[src/hdl/nand_settings.svh]
`ifndef NAND_SETTINGS_SVH
`define NAND_SETTINGS_SVH

// chip enables on the channel
`define NUM_WAYS 4

// idle cycles between the last latched byte and completion
`define BUSY_WAIT_CYCLES 10

// target IDs decoded by the two sequencers
`define TARGET_PAGE_READ    5'b00101
`define TARGET_STATUS_RESET 5'b00110

`endif
[src/hdl/nandCmdPkg.sv]
`include "nand_settings.svh"

package nandCmdPkg;

    typedef logic [5:0]            opcodeT;
    typedef logic [4:0]            idT;
    typedef logic [15:0]           colAddrT;
    typedef logic [23:0]           rowAddrT;
    typedef logic [`NUM_WAYS-1:0]  waySelT;   // one-hot chip enable select

    // sourceId carries page select [2:0], pSLC/SSR [3] and use-preset [4] for a page read
    typedef struct packed {
        opcodeT   opcode;
        idT       targetId;
        idT       sourceId;
        waySelT   waySelect;
        colAddrT  colAddress;
        rowAddrT  rowAddress;
    } hostCmdT;

endpackage

[src/hdl/nandBusPkg.sv]
package nandBusPkg;

    typedef logic [7:0] caByteT;

    typedef struct packed {
        logic                valid;
        logic                isAddress;   // ale byte when set, cle byte otherwise
        logic                last;        // final byte of a sequence
        nandCmdPkg::waySelT  way;
        caByteT              data;
    } caBeatT;

    typedef enum logic [1:0] {
        ownerNone,
        ownerRead,
        ownerStatus
    } busOwnerT;

endpackage

[src/hdl/nandCaTop.sv]
`timescale 1ns/1ps

module nandCaTop
(
    input  logic                iSystemClock,
    input  logic                rUsePresetC,
    input  nandCmdPkg::hostCmdT cmd,
    input  logic                cmdValid,
    output logic                cmdReady,
    output logic                readDone,
    output logic                statusDone,
    output logic                cle,
    output logic                ale,
    output logic                we,
    output nandBusPkg::caByteT  io,
    output nandCmdPkg::waySelT  ceN
);

    logic               readIdle;
    logic               statusIdle;
    logic               cmdAccept;
    logic               readReq;
    logic               statusReq;
    logic               readGrant;
    logic               statusGrant;
    logic               readOwnerDone;
    logic               statusOwnerDone;
    logic               seqDone;
    nandBusPkg::caBeatT readBeat;
    nandBusPkg::caBeatT statusBeat;
    nandBusPkg::caBeatT busBeat;

    assign cmdReady  = readIdle && statusIdle;
    assign cmdAccept = cmdValid && cmdReady;   // sequencers only see accepted commands

    pageReadSequencer readSeqInst
    (
        .iSystemClock (iSystemClock),
        .rUsePresetC  (rUsePresetC),
        .cmd          (cmd),
        .cmdValid     (cmdAccept),
        .idle         (readIdle),
        .busReq       (readReq),
        .busGrant     (readGrant),
        .beat         (readBeat),
        .ownerDone    (readOwnerDone),
        .opDone       (readDone)
    );

    statusResetSequencer statusSeqInst
    (
        .iSystemClock (iSystemClock),
        .rUsePresetC  (rUsePresetC),
        .cmd          (cmd),
        .cmdValid     (cmdAccept),
        .idle         (statusIdle),
        .busReq       (statusReq),
        .busGrant     (statusGrant),
        .beat         (statusBeat),
        .ownerDone    (statusOwnerDone),
        .opDone       (statusDone)
    );

    caBusArbiter arbiterInst
    (
        .iSystemClock (iSystemClock),
        .rUsePresetC  (rUsePresetC),
        .readReq      (readReq),
        .statusReq    (statusReq),
        .readBeat     (readBeat),
        .statusBeat   (statusBeat),
        .readGrant    (readGrant),
        .statusGrant  (statusGrant),
        .busBeat      (busBeat),
        .seqDone      (seqDone),
        .readDone     (readOwnerDone),
        .statusDone   (statusOwnerDone)
    );

    caLatchIssuer issuerInst
    (
        .iSystemClock (iSystemClock),
        .rUsePresetC  (rUsePresetC),
        .busBeat      (busBeat),
        .cle          (cle),
        .ale          (ale),
        .we           (we),
        .io           (io),
        .ceN          (ceN),
        .seqDone      (seqDone)
    );

endmodule

[src/hdl/caLatchIssuer.sv]
`timescale 1ns/1ps
`include "nand_settings.svh"

module caLatchIssuer
(
    input  logic               iSystemClock,
    input  logic               rUsePresetC,
    input  nandBusPkg::caBeatT busBeat,
    output logic               cle,
    output logic               ale,
    output logic               we,
    output nandBusPkg::caByteT io,
    output nandCmdPkg::waySelT ceN,
    output logic               seqDone
);

    localparam int BusyWidth = $clog2(`BUSY_WAIT_CYCLES + 1);

    logic [BusyWidth-1:0] busyCount;
    logic                 busy;
    logic                 lastBeat;

    assign lastBeat = busBeat.valid && busBeat.last;

    always_ff @(posedge iSystemClock)
    begin
        if (rUsePresetC)
        begin
            cle     <= 1'b0;
            ale     <= 1'b0;
            we      <= 1'b0;
            ceN     <= '1;
            seqDone <= 1'b0;
        end
        else
        begin
            cle     <= busBeat.valid && !busBeat.isAddress;
            ale     <= busBeat.valid && busBeat.isAddress;
            we      <= busBeat.valid;                          // one strobe per beat
            ceN     <= busBeat.valid ? ~busBeat.way : '1;
            seqDone <= busy && (busyCount == '0);
        end
    end

    always_ff @(posedge iSystemClock)
    begin
        if (busBeat.valid)
            io <= busBeat.data;
    end

    // wait counts down from the cycle after the last beat
    always_ff @(posedge iSystemClock)
    begin
        if (rUsePresetC)
        begin
            busy      <= 1'b0;
            busyCount <= '0;
        end
        else if (lastBeat)
        begin
            busy      <= 1'b1;
            busyCount <= BusyWidth'(`BUSY_WAIT_CYCLES);
        end
        else if (busy)
        begin
            if (busyCount == '0)
                busy <= 1'b0;
            else
                busyCount <= busyCount - 1'b1;
        end
    end

endmodule

[src/hdl/caBusArbiter.sv]
`timescale 1ns/1ps

module caBusArbiter
(
    input  logic               iSystemClock,
    input  logic               rUsePresetC,
    input  logic               readReq,
    input  logic               statusReq,
    input  nandBusPkg::caBeatT readBeat,
    input  nandBusPkg::caBeatT statusBeat,
    output logic               readGrant,
    output logic               statusGrant,
    output nandBusPkg::caBeatT busBeat,
    input  logic               seqDone,
    output logic               readDone,
    output logic               statusDone
);

    nandBusPkg::busOwnerT owner;
    nandBusPkg::busOwnerT lastServed;
    nandBusPkg::busOwnerT pick;
    logic                 locked;   // bus held until the last beat

    always_comb
    begin
        pick = nandBusPkg::ownerNone;
        if (readReq && statusReq)
            pick = (lastServed == nandBusPkg::ownerRead) ? nandBusPkg::ownerStatus
                                                         : nandBusPkg::ownerRead;
        else if (readReq)
            pick = nandBusPkg::ownerRead;
        else if (statusReq)
            pick = nandBusPkg::ownerStatus;
    end

    always_ff @(posedge iSystemClock)
    begin
        if (rUsePresetC)
        begin
            owner      <= nandBusPkg::ownerNone;
            lastServed <= nandBusPkg::ownerNone;
            locked     <= 1'b0;
        end
        else if (owner == nandBusPkg::ownerNone)
        begin
            if (pick != nandBusPkg::ownerNone)
            begin
                owner      <= pick;
                lastServed <= pick;
                locked     <= 1'b1;
            end
        end
        else
        begin
            if (busBeat.valid && busBeat.last)
                locked <= 1'b0;
            if (seqDone)
                owner <= nandBusPkg::ownerNone;   // owner kept through the busy wait
        end
    end

    assign readGrant   = locked && (owner == nandBusPkg::ownerRead);
    assign statusGrant = locked && (owner == nandBusPkg::ownerStatus);

    always_comb
    begin
        if (readGrant)
            busBeat = readBeat;
        else if (statusGrant)
            busBeat = statusBeat;
        else
            busBeat = '0;
    end

    assign readDone   = seqDone && (owner == nandBusPkg::ownerRead);
    assign statusDone = seqDone && (owner == nandBusPkg::ownerStatus);

endmodule

[src/hdl/statusResetSequencer.sv]
`timescale 1ns/1ps
`include "nand_settings.svh"

module statusResetSequencer
(
    input  logic                iSystemClock,
    input  logic                rUsePresetC,
    input  nandCmdPkg::hostCmdT cmd,
    input  logic                cmdValid,
    output logic                idle,
    output logic                busReq,
    input  logic                busGrant,
    output nandBusPkg::caBeatT  beat,
    input  logic                ownerDone,
    output logic                opDone
);

    typedef enum logic [1:0] {
        srIdle,
        srIssue,
        srWaitDone
    } srStateT;

    srStateT            state;
    nandCmdPkg::waySelT targetWay;
    logic               isReset;
    logic               accept;

    assign accept = idle && cmdValid && (cmd.targetId == `TARGET_STATUS_RESET)
                    && (cmd.opcode[5:1] == 5'b00000);

    assign idle   = (state == srIdle);
    assign busReq = (state == srIssue);
    assign opDone = (state == srWaitDone) && ownerDone;

    always_ff @(posedge iSystemClock)
    begin
        if (rUsePresetC)
            state <= srIdle;
        else
            case (state)
                srIdle:     if (accept) state <= srIssue;
                srIssue:    if (busGrant) state <= srWaitDone;   // single beat
                srWaitDone: if (ownerDone) state <= srIdle;
                default:    state <= srIdle;
            endcase
    end

    always_ff @(posedge iSystemClock)
    begin
        if (accept)
        begin
            targetWay <= cmd.waySelect;
            isReset   <= cmd.opcode[0];
        end
    end

    always_comb
    begin
        beat = '0;
        if (busReq && busGrant)
        begin
            beat.valid = 1'b1;
            beat.last  = 1'b1;
            beat.way   = targetWay;
            beat.data  = isReset ? 8'hFF : 8'h70;
        end
    end

endmodule

[src/hdl/pageReadSequencer.sv]
`timescale 1ns/1ps
`include "nand_settings.svh"

module pageReadSequencer
(
    input  logic                iSystemClock,
    input  logic                rUsePresetC,
    input  nandCmdPkg::hostCmdT cmd,
    input  logic                cmdValid,
    output logic                idle,
    output logic                busReq,
    input  logic                busGrant,
    output nandBusPkg::caBeatT  beat,
    input  logic                ownerDone,
    output logic                opDone
);

    typedef enum logic [3:0] {
        readIdle,
        readPreset,
        readPageSel,
        readCmd0,
        readAddr0,
        readAddr1,
        readAddr2,
        readAddr3,
        readAddr4,
        readConfirm,
        readWaitDone
    } readStateT;

    readStateT state;
    readStateT nextState;
    readStateT firstStep;

    nandCmdPkg::waySelT  targetWay;
    nandCmdPkg::colAddrT colAddr;
    nandCmdPkg::rowAddrT rowAddr;
    logic [2:0]          pageSelect;
    logic                slcMode;
    logic                multiPlane;
    logic                usePreset;

    logic                accept;
    logic                needPageSel;
    nandBusPkg::caByteT  stepByte;
    logic                stepIsAddress;

    assign accept      = idle && cmdValid && (cmd.targetId == `TARGET_PAGE_READ)
                         && (cmd.opcode[5:1] == 5'b00000);
    assign needPageSel = slcMode || (pageSelect != 3'b000);

    assign idle   = (state == readIdle);
    assign busReq = (state != readIdle) && (state != readWaitDone);
    assign opDone = (state == readWaitDone) && ownerDone;

    always_comb
    begin
        if (cmd.sourceId[4])
            firstStep = readPreset;
        else if (cmd.sourceId[3] || (cmd.sourceId[2:0] != 3'b000))
            firstStep = readPageSel;
        else
            firstStep = readCmd0;
    end

    always_comb
    begin
        nextState = state;
        case (state)
            readIdle:     if (accept) nextState = firstStep;
            readPreset:   if (busGrant) nextState = needPageSel ? readPageSel : readCmd0;
            readPageSel:  if (busGrant) nextState = readCmd0;
            readCmd0:     if (busGrant) nextState = readAddr0;
            readAddr0:    if (busGrant) nextState = readAddr1;
            readAddr1:    if (busGrant) nextState = readAddr2;
            readAddr2:    if (busGrant) nextState = readAddr3;
            readAddr3:    if (busGrant) nextState = readAddr4;
            readAddr4:    if (busGrant) nextState = readConfirm;
            readConfirm:  if (busGrant) nextState = readWaitDone;
            readWaitDone: if (ownerDone) nextState = readIdle;
            default:      nextState = readIdle;
        endcase
    end

    always_ff @(posedge iSystemClock)
    begin
        if (rUsePresetC)
            state <= readIdle;
        else
            state <= nextState;
    end

    always_ff @(posedge iSystemClock)
    begin
        if (accept)
        begin
            targetWay  <= cmd.waySelect;
            colAddr    <= cmd.colAddress;
            rowAddr    <= cmd.rowAddress;
            pageSelect <= cmd.sourceId[2:0];
            slcMode    <= cmd.sourceId[3];
            usePreset  <= cmd.sourceId[4];
            multiPlane <= cmd.opcode[0];
        end
    end

    always_comb
    begin
        stepByte      = 8'h00;
        stepIsAddress = 1'b0;
        case (state)
            readPreset:  stepByte = slcMode ? 8'hC9 : 8'h26;   // SSR or calibrated read
            readPageSel: stepByte = (!usePreset && slcMode) ? 8'hA2 : {5'b00000, pageSelect};
            readAddr0:   {stepIsAddress, stepByte} = {1'b1, colAddr[7:0]};
            readAddr1:   {stepIsAddress, stepByte} = {1'b1, colAddr[15:8]};
            readAddr2:   {stepIsAddress, stepByte} = {1'b1, rowAddr[7:0]};
            readAddr3:   {stepIsAddress, stepByte} = {1'b1, rowAddr[15:8]};
            readAddr4:   {stepIsAddress, stepByte} = {1'b1, rowAddr[23:16]};
            readConfirm: stepByte = multiPlane ? 8'h32 : 8'h30;
            default:     stepByte = 8'h00;
        endcase
    end

    always_comb
    begin
        beat = '0;
        if (busReq && busGrant)
        begin
            beat.valid     = 1'b1;
            beat.isAddress = stepIsAddress;
            beat.last      = (state == readConfirm);
            beat.way       = targetWay;
            beat.data      = stepByte;
        end
    end

endmodule

[config.mk]
export PLATFORM = sky130hd
export DESIGN_NAME = nandCaTop
export DESIGN_NICKNAME = d
export VERILOG_FILES = /design/src/hdl/nandCmdPkg.sv /design/src/hdl/nandBusPkg.sv /design/src/hdl/nandCaTop.sv /design/src/hdl/caLatchIssuer.sv /design/src/hdl/caBusArbiter.sv /design/src/hdl/statusResetSequencer.sv /design/src/hdl/pageReadSequencer.sv
export VERILOG_INCLUDE_DIRS = /design/src /design/src/hdl
export SDC_FILE = /design/constraint.sdc
export NUM_CORES = 1
export LEC_CHECK = 0
export BUFFER_PORTS_ARGS = -buffer_cell sky130_fd_sc_hd__clkbuf_2
export CAP_MARGIN = 20
export CORE_MARGIN = 2
export CORE_UTILIZATION = 45
export CTS_BUF_LIST = sky130_fd_sc_hd__clkbuf_16
export CTS_CLUSTER_DIAMETER = 80
export DETAILED_ROUTE_END_ITERATION = 10
export PLACE_DENSITY = 0.67
export SLEW_MARGIN = 10
export SYNTH_ARGS = -nofsm -noshare
export SYNTH_HDL_FRONTEND = slang
export SYNTH_SLANG_ARGS = --single-unit
[constraint.sdc]
create_clock -name iSystemClock -period 5 [get_ports iSystemClock]
set_clock_uncertainty 0.2 [all_clocks]
set_input_delay 1 -clock iSystemClock [delete_from_list [all_inputs] [get_ports iSystemClock]]
set_output_delay 1 -clock iSystemClock [all_outputs]
set_load 0.02 [all_outputs]
After elaboration in Yosys (flattened, before gate mapping)
Cells that the tools add are included.

Logic and storage cells: 156. Output and inout port bits: 18. Flip-flop bits (word level): 87.

Bitwise gates (word level): 3. Reduce and logical (&&, ||, !) cells: 49. Equal/unequal tests: 34. Mux-type cells: 46. Add/subtract/negate cells: 1.

Operators by type and width (number): one-hot mux 8 bit (8 select lines) (1); 2-to-1 mux 4 bit (15); 2-to-1 mux 15 bit (3); one-hot mux 4 bit (11 select lines) (1); inequality test 2 x 1 -> 1 bit, second input constant (14); 2-to-1 mux 8 bit (3); logical AND 1 bit (23); 2-to-1 mux 2 bit (11); == test 4 x 3 -> 1 bit, second input constant (4); 2-to-1 mux 13 bit (1); == test 4 bit, second input constant (3); AND reduction 11 bit (1); == test 5 x 3 -> 1 bit, second input constant (2); 2-to-1 mux 1 bit (10); AND reduction 2 bit (5); == test 4 x 2 -> 1 bit, second input constant (2); logical NOT 4 bit (2); nonzero test 2 bit (4); == test 2 x 1 -> 1 bit, second input constant (3); one-hot mux 2 bit (3 select lines) (1); nonzero test 3 bit (2); logical NOT 5 bit (1); OR reduction 5 bit (1); == test 2 bit, second input constant (2); 12 further kinds (18).

Logic depth before layout (Yosys ltp)
Depth after elaboration: 9. Mapped depth: 7. Depth with buffers taken out: 7.

Cells and area by module
From an unflattened synthesis, not the netlist that was laid out.

Cell total of the unflattened synthesis: 355. Area total of the unflattened synthesis: 4174.0 µm².

By module, submodules not included: pageReadSequencer (times used 1, cells an instance 203, area an instance 2565.0 µm²); caLatchIssuer (times used 1, cells an instance 53, area an instance 695.7 µm²); caBusArbiter (times used 1, cells an instance 58, area an instance 510.5 µm²); statusResetSequencer (times used 1, cells an instance 39, area an instance 390.4 µm²); nandCaTop (times used 1, cells an instance 2, area an instance 12.5 µm²).

Worst setup path after synthesis
No wires, ideal clock.

Kind: input -> register. Start point: input port cmd[55] (netlist name). End point: register readSeqInst.colAddr[0] (enable). Arrival: 2923 ps. Required time: 4387 ps. Setup slack: 1464 ps. Path buffers: 0. Stages: 4. Setup time: 413 ps. Path through: nor4_1 -> nand3b_1 -> nor4_1 -> and3b_1.

Longest elaborated chain between the ends: 2.

RTL lines: start, declared (RTL line nandCaTop.sv:7) `input nandCmdPkg::hostCmdT cmd,`; logical NOT 5 bit (RTL line pageReadSequencer.sv:50) `&& (cmd.opcode[5:1] == 5'b00000);`; logical AND 1 bit (RTL line pageReadSequencer.sv:49) `` assign accept = idle && cmdValid && (cmd.targetId == `TARGET_PAGE_READ) ``; net readSeqInst.accept (RTL line pageReadSequencer.sv:44) `logic accept;`; end signal, assigned (RTL line pageReadSequencer.sv:99) `colAddr <= cmd.colAddress;`; end, declared (RTL line pageReadSequencer.sv:37) `nandCmdPkg::colAddrT colAddr;`.

The timed path passes the listed nets, and every way through them passes these cells. A chain may end at the register's enable or synchronous reset.

Worst setup path in the final report
Start point: register readSeqInst.state[0]. End point: output port readDone.

Longest elaborated chain between the ends: 2.

RTL lines: start, declared (RTL line pageReadSequencer.sv:32) `readStateT state;`; start signal, assigned (RTL line pageReadSequencer.sv:89) `state <= readIdle;`; start signal, assigned (RTL line pageReadSequencer.sv:91) `state <= nextState;`; == test 4 bit (RTL line pageReadSequencer.sv:55) `assign opDone = (state == readWaitDone) && ownerDone;`; logical AND 1 bit (RTL line pageReadSequencer.sv:55); end, declared (RTL line nandCaTop.sv:10) `output logic readDone,`.

Every way passes these cells.

==> metrics.yaml <==
path_clk_slew_ns: 0.06
drive_gt1_share_pct: 27.4
drt-met1-wl_mm: 3.63
grt_max_degree: 51
routed_wl_mm: 7.83
drcViolationCount: 0
cts_max_level: 3
grt_pass1_vias: 2531
die_h_um: 95.1
area_delta_synth_final_pct: 21.3
yosysWarnings: 0
finalHoldViolCount: 0
synth_top_area_share_pct: 50.6
final_cell_mix: "clkbuf_2, edfxtp_1, dfxtp_1"
post-synth-top-area-cell: "edfxtp_1"
maxSlewViolCount: 0
gp_congestion: 0.832
clk_latency_ns: 0.34
met2WireLength_mm: 3.74
nFillCells: 691
postSynthCellCount: 309
nNetsFinal: 451
power_density_nw_per_um2: 330
rsz0062_at_grt: "false"
num_vias: 2701
ys_top_cells_by_area: "edfxtp_1, dfxtp_1, a21oi_1, nor2_1, nand2_1"
synth_seq_cells: 87
final_util_pct: 55.7
diodes: 0
layout_min_cycle_time_ns: 3.27
yosysSeqAreaShare_pct: 63.5
cts_buffers: 9
ys_types: 58
place_inst: 479
grt_util_all_layers_pct: 18.4
drt_first_pass_iters: 4
worst_setup_path_start_kind: "flip-flop"
irDropWorstVdd_mv: 0.232
grt_pass1_wl_mm: 12.4
worstPathRequired_ns: 3.80
synth_ff_type: "edfxtp_1"
instances_no_fill: 496
hold_buffers: 0
r2r_end: "readSeqInst.rowAddr[2]$_DFFE_PP_"
syn-num-nets: 374
coreArea_sq_um: 8130
clkSinkCount: 87
totalNegativeSetupSlack_ns: 0
viasPerCell: 5.45
final_common_cell: "clkbuf_2"
endpoint: "readDone"
drtAntennaViolNets: 0
design_area_sq_um: 4530
mappedNetlistArea_sq_um: 3740
async_flop_share_pct: 0
cts_root_buf: "clkbuf_16"
crit_fanout: 29
start_util_pct: 45.9
avgSynthCellArea_sq_um: 12.1
port_buffers: 80
dp_hpwl_mm: 5.45
p_leak_nw: 1.69
cp-end-kind: "output pin"
path_class: "reg -> out"
r2r_start: "readSeqInst.state[0]$_SDFFE_PP0P_"
hold_class: "reg -> reg"
dr_wl_met3_um: 369
cts_resized: 0
critPathLaunch: "readSeqInst.state[0]$_SDFFE_PP0P_"
slew_headroom_pct: 37.6
dpl_cell_area_sq_um: 4200
wl_per_cell_um: 15.8
setup_viol: 0
outcome: "finished clean"
reg2reg_depth: 5
drt-initial-drc-count: 210
antenna_found_initial: 0
max_freq_ghz: 0.306
dieWidth_um: 95.1
topRoutingLayerUsed: "met4"
grt_overflow_total: 0
worstMarginPinSlew_ns: 0.935
post-cts-setup-buffers: 0
min_period_over_period_pct: 65.4
rows: 33
drv_cap: 0
io_pins: 81
synth_edf_count: 63
p_total_mw: 1.50
rrSetupSlack_ns: 2.37
cp.arrival_ns: 2.07
design.die.area_sq_um: 9050
max-clock-path-buffers: 2
cts_tree: "built"
-- worst min path at each step --
stage / startpoint / cells past startpoint / slack [ns] / to
finish: issuerInst.busy$_SDFF_PP0_ / 2 / 0.29 / issuerInst.seqDone$_SDFF_PP0_
global route: issuerInst.busy$_SDFF_PP0_ / 2 / 0.32 / issuerInst.seqDone$_SDFF_PP0_
CTS: issuerInst.busy$_SDFF_PP0_ / 2 / 0.30 / issuerInst.seqDone$_SDFF_PP0_
detailed placement: issuerInst.busy$_SDFF_PP0_ / 2 / 0.29 / issuerInst.seqDone$_SDFF_PP0_
global placement: issuerInst.busy$_SDFF_PP0_ / 2 / 0.29 / issuerInst.seqDone$_SDFF_PP0_
floorplan: issuerInst.busy$_SDFF_PP0_ / 2 / 0.25 / issuerInst.seqDone$_SDFF_PP0_
-- worst max-delay path, cell delays in order (launching register included) --
cell,delay [ns]
dfxtp_1,0.61
nor2b_1,0.67
and3_1,0.26
clkbuf_2,0.19
-- state kept, by name (all words and copies together), names as in the netlist, 3 cells and up --
register                 cells
readSeqInst.pageSelect       3
issuerInst.busyCount         4
issuerInst.ceN               4
readSeqInst.targetWay        4
issuerInst.io                8
readSeqInst.state            4
statusSeqInst.targetWay      4
readSeqInst.rowAddr         24
readSeqInst.colAddr         16
-- cell usage after synthesis (all sizes together) (2+ instances only) --
cell type and count:
clkbuf 2, a21oi 19, mux2i 4, nor3 13, and3 3, o22ai 3
nor3b 7, xnor2 2, nor2b 7, a2bb2oi 2, dfxtp 24, a211oi 2
o21ai 11, o21a 4, ha 2, or2 2, edfxtp 63, nand2b 6
and2 2, inv 5, a311oi 2, and3b 3, a22o 4, a22oi 6
a21o 2, nand2 20, nand3 6, nor2 23, nand3b 7, nor4 6
a32oi 2, buf 15, a221oi 3, mux2 2, a31oi 7
-- cell type report --
class,instances,area [sq um],area share [%]
well taps,105,131,2.90
clock inverters,6,66.3,1.46
repair buffers,83,435,9.60
clock buffers,10,250,5.52
multi-input cells,200,1260,27.8
inverters,5,18.8,0.414
flip-flops and latches,87,2370,52.3
-- metal layers --
layer / track usage, % / vias to the layer above
met5: 0 / -
met4: 8.21 / 0
met3: 4.43 / 6
met2: 27.8 / 75
met1: 25.4 / 1281
li1: - / 1339
-- cells by family (layout without fill, tap and decap cells) --
logic type	Yosys count	in the layout	share of synthesized area [%]
simple gates	111	111	16.2
fa+ha+maj	2	2	0.669
flops	87	87	63.5
xor+xnor	2	2	0.469
compound gates	79	79	14.6
buf+inv	22	104	2.85
mux	6	6	1.67
-- per-stage QoR --
stage,hold slack (ns),setup WS [ns]
floorplan,0.253,1.46
detailed placement,0.287,1.56
global placement,0.287,1.66
global route,0.319,1.61
finish,0.292,1.73
CTS,0.296,1.76
-- where the power goes --
group	internal (mW)	switching (mW)	total, mW	leakage (nW)
clock	0.420	0.274	0.695	0.160
sequential	0.771	0.000133	0.771	0.781
combinational	0.0192	0.0135	0.0327	0.744
(Power assumes the default switching activity.)
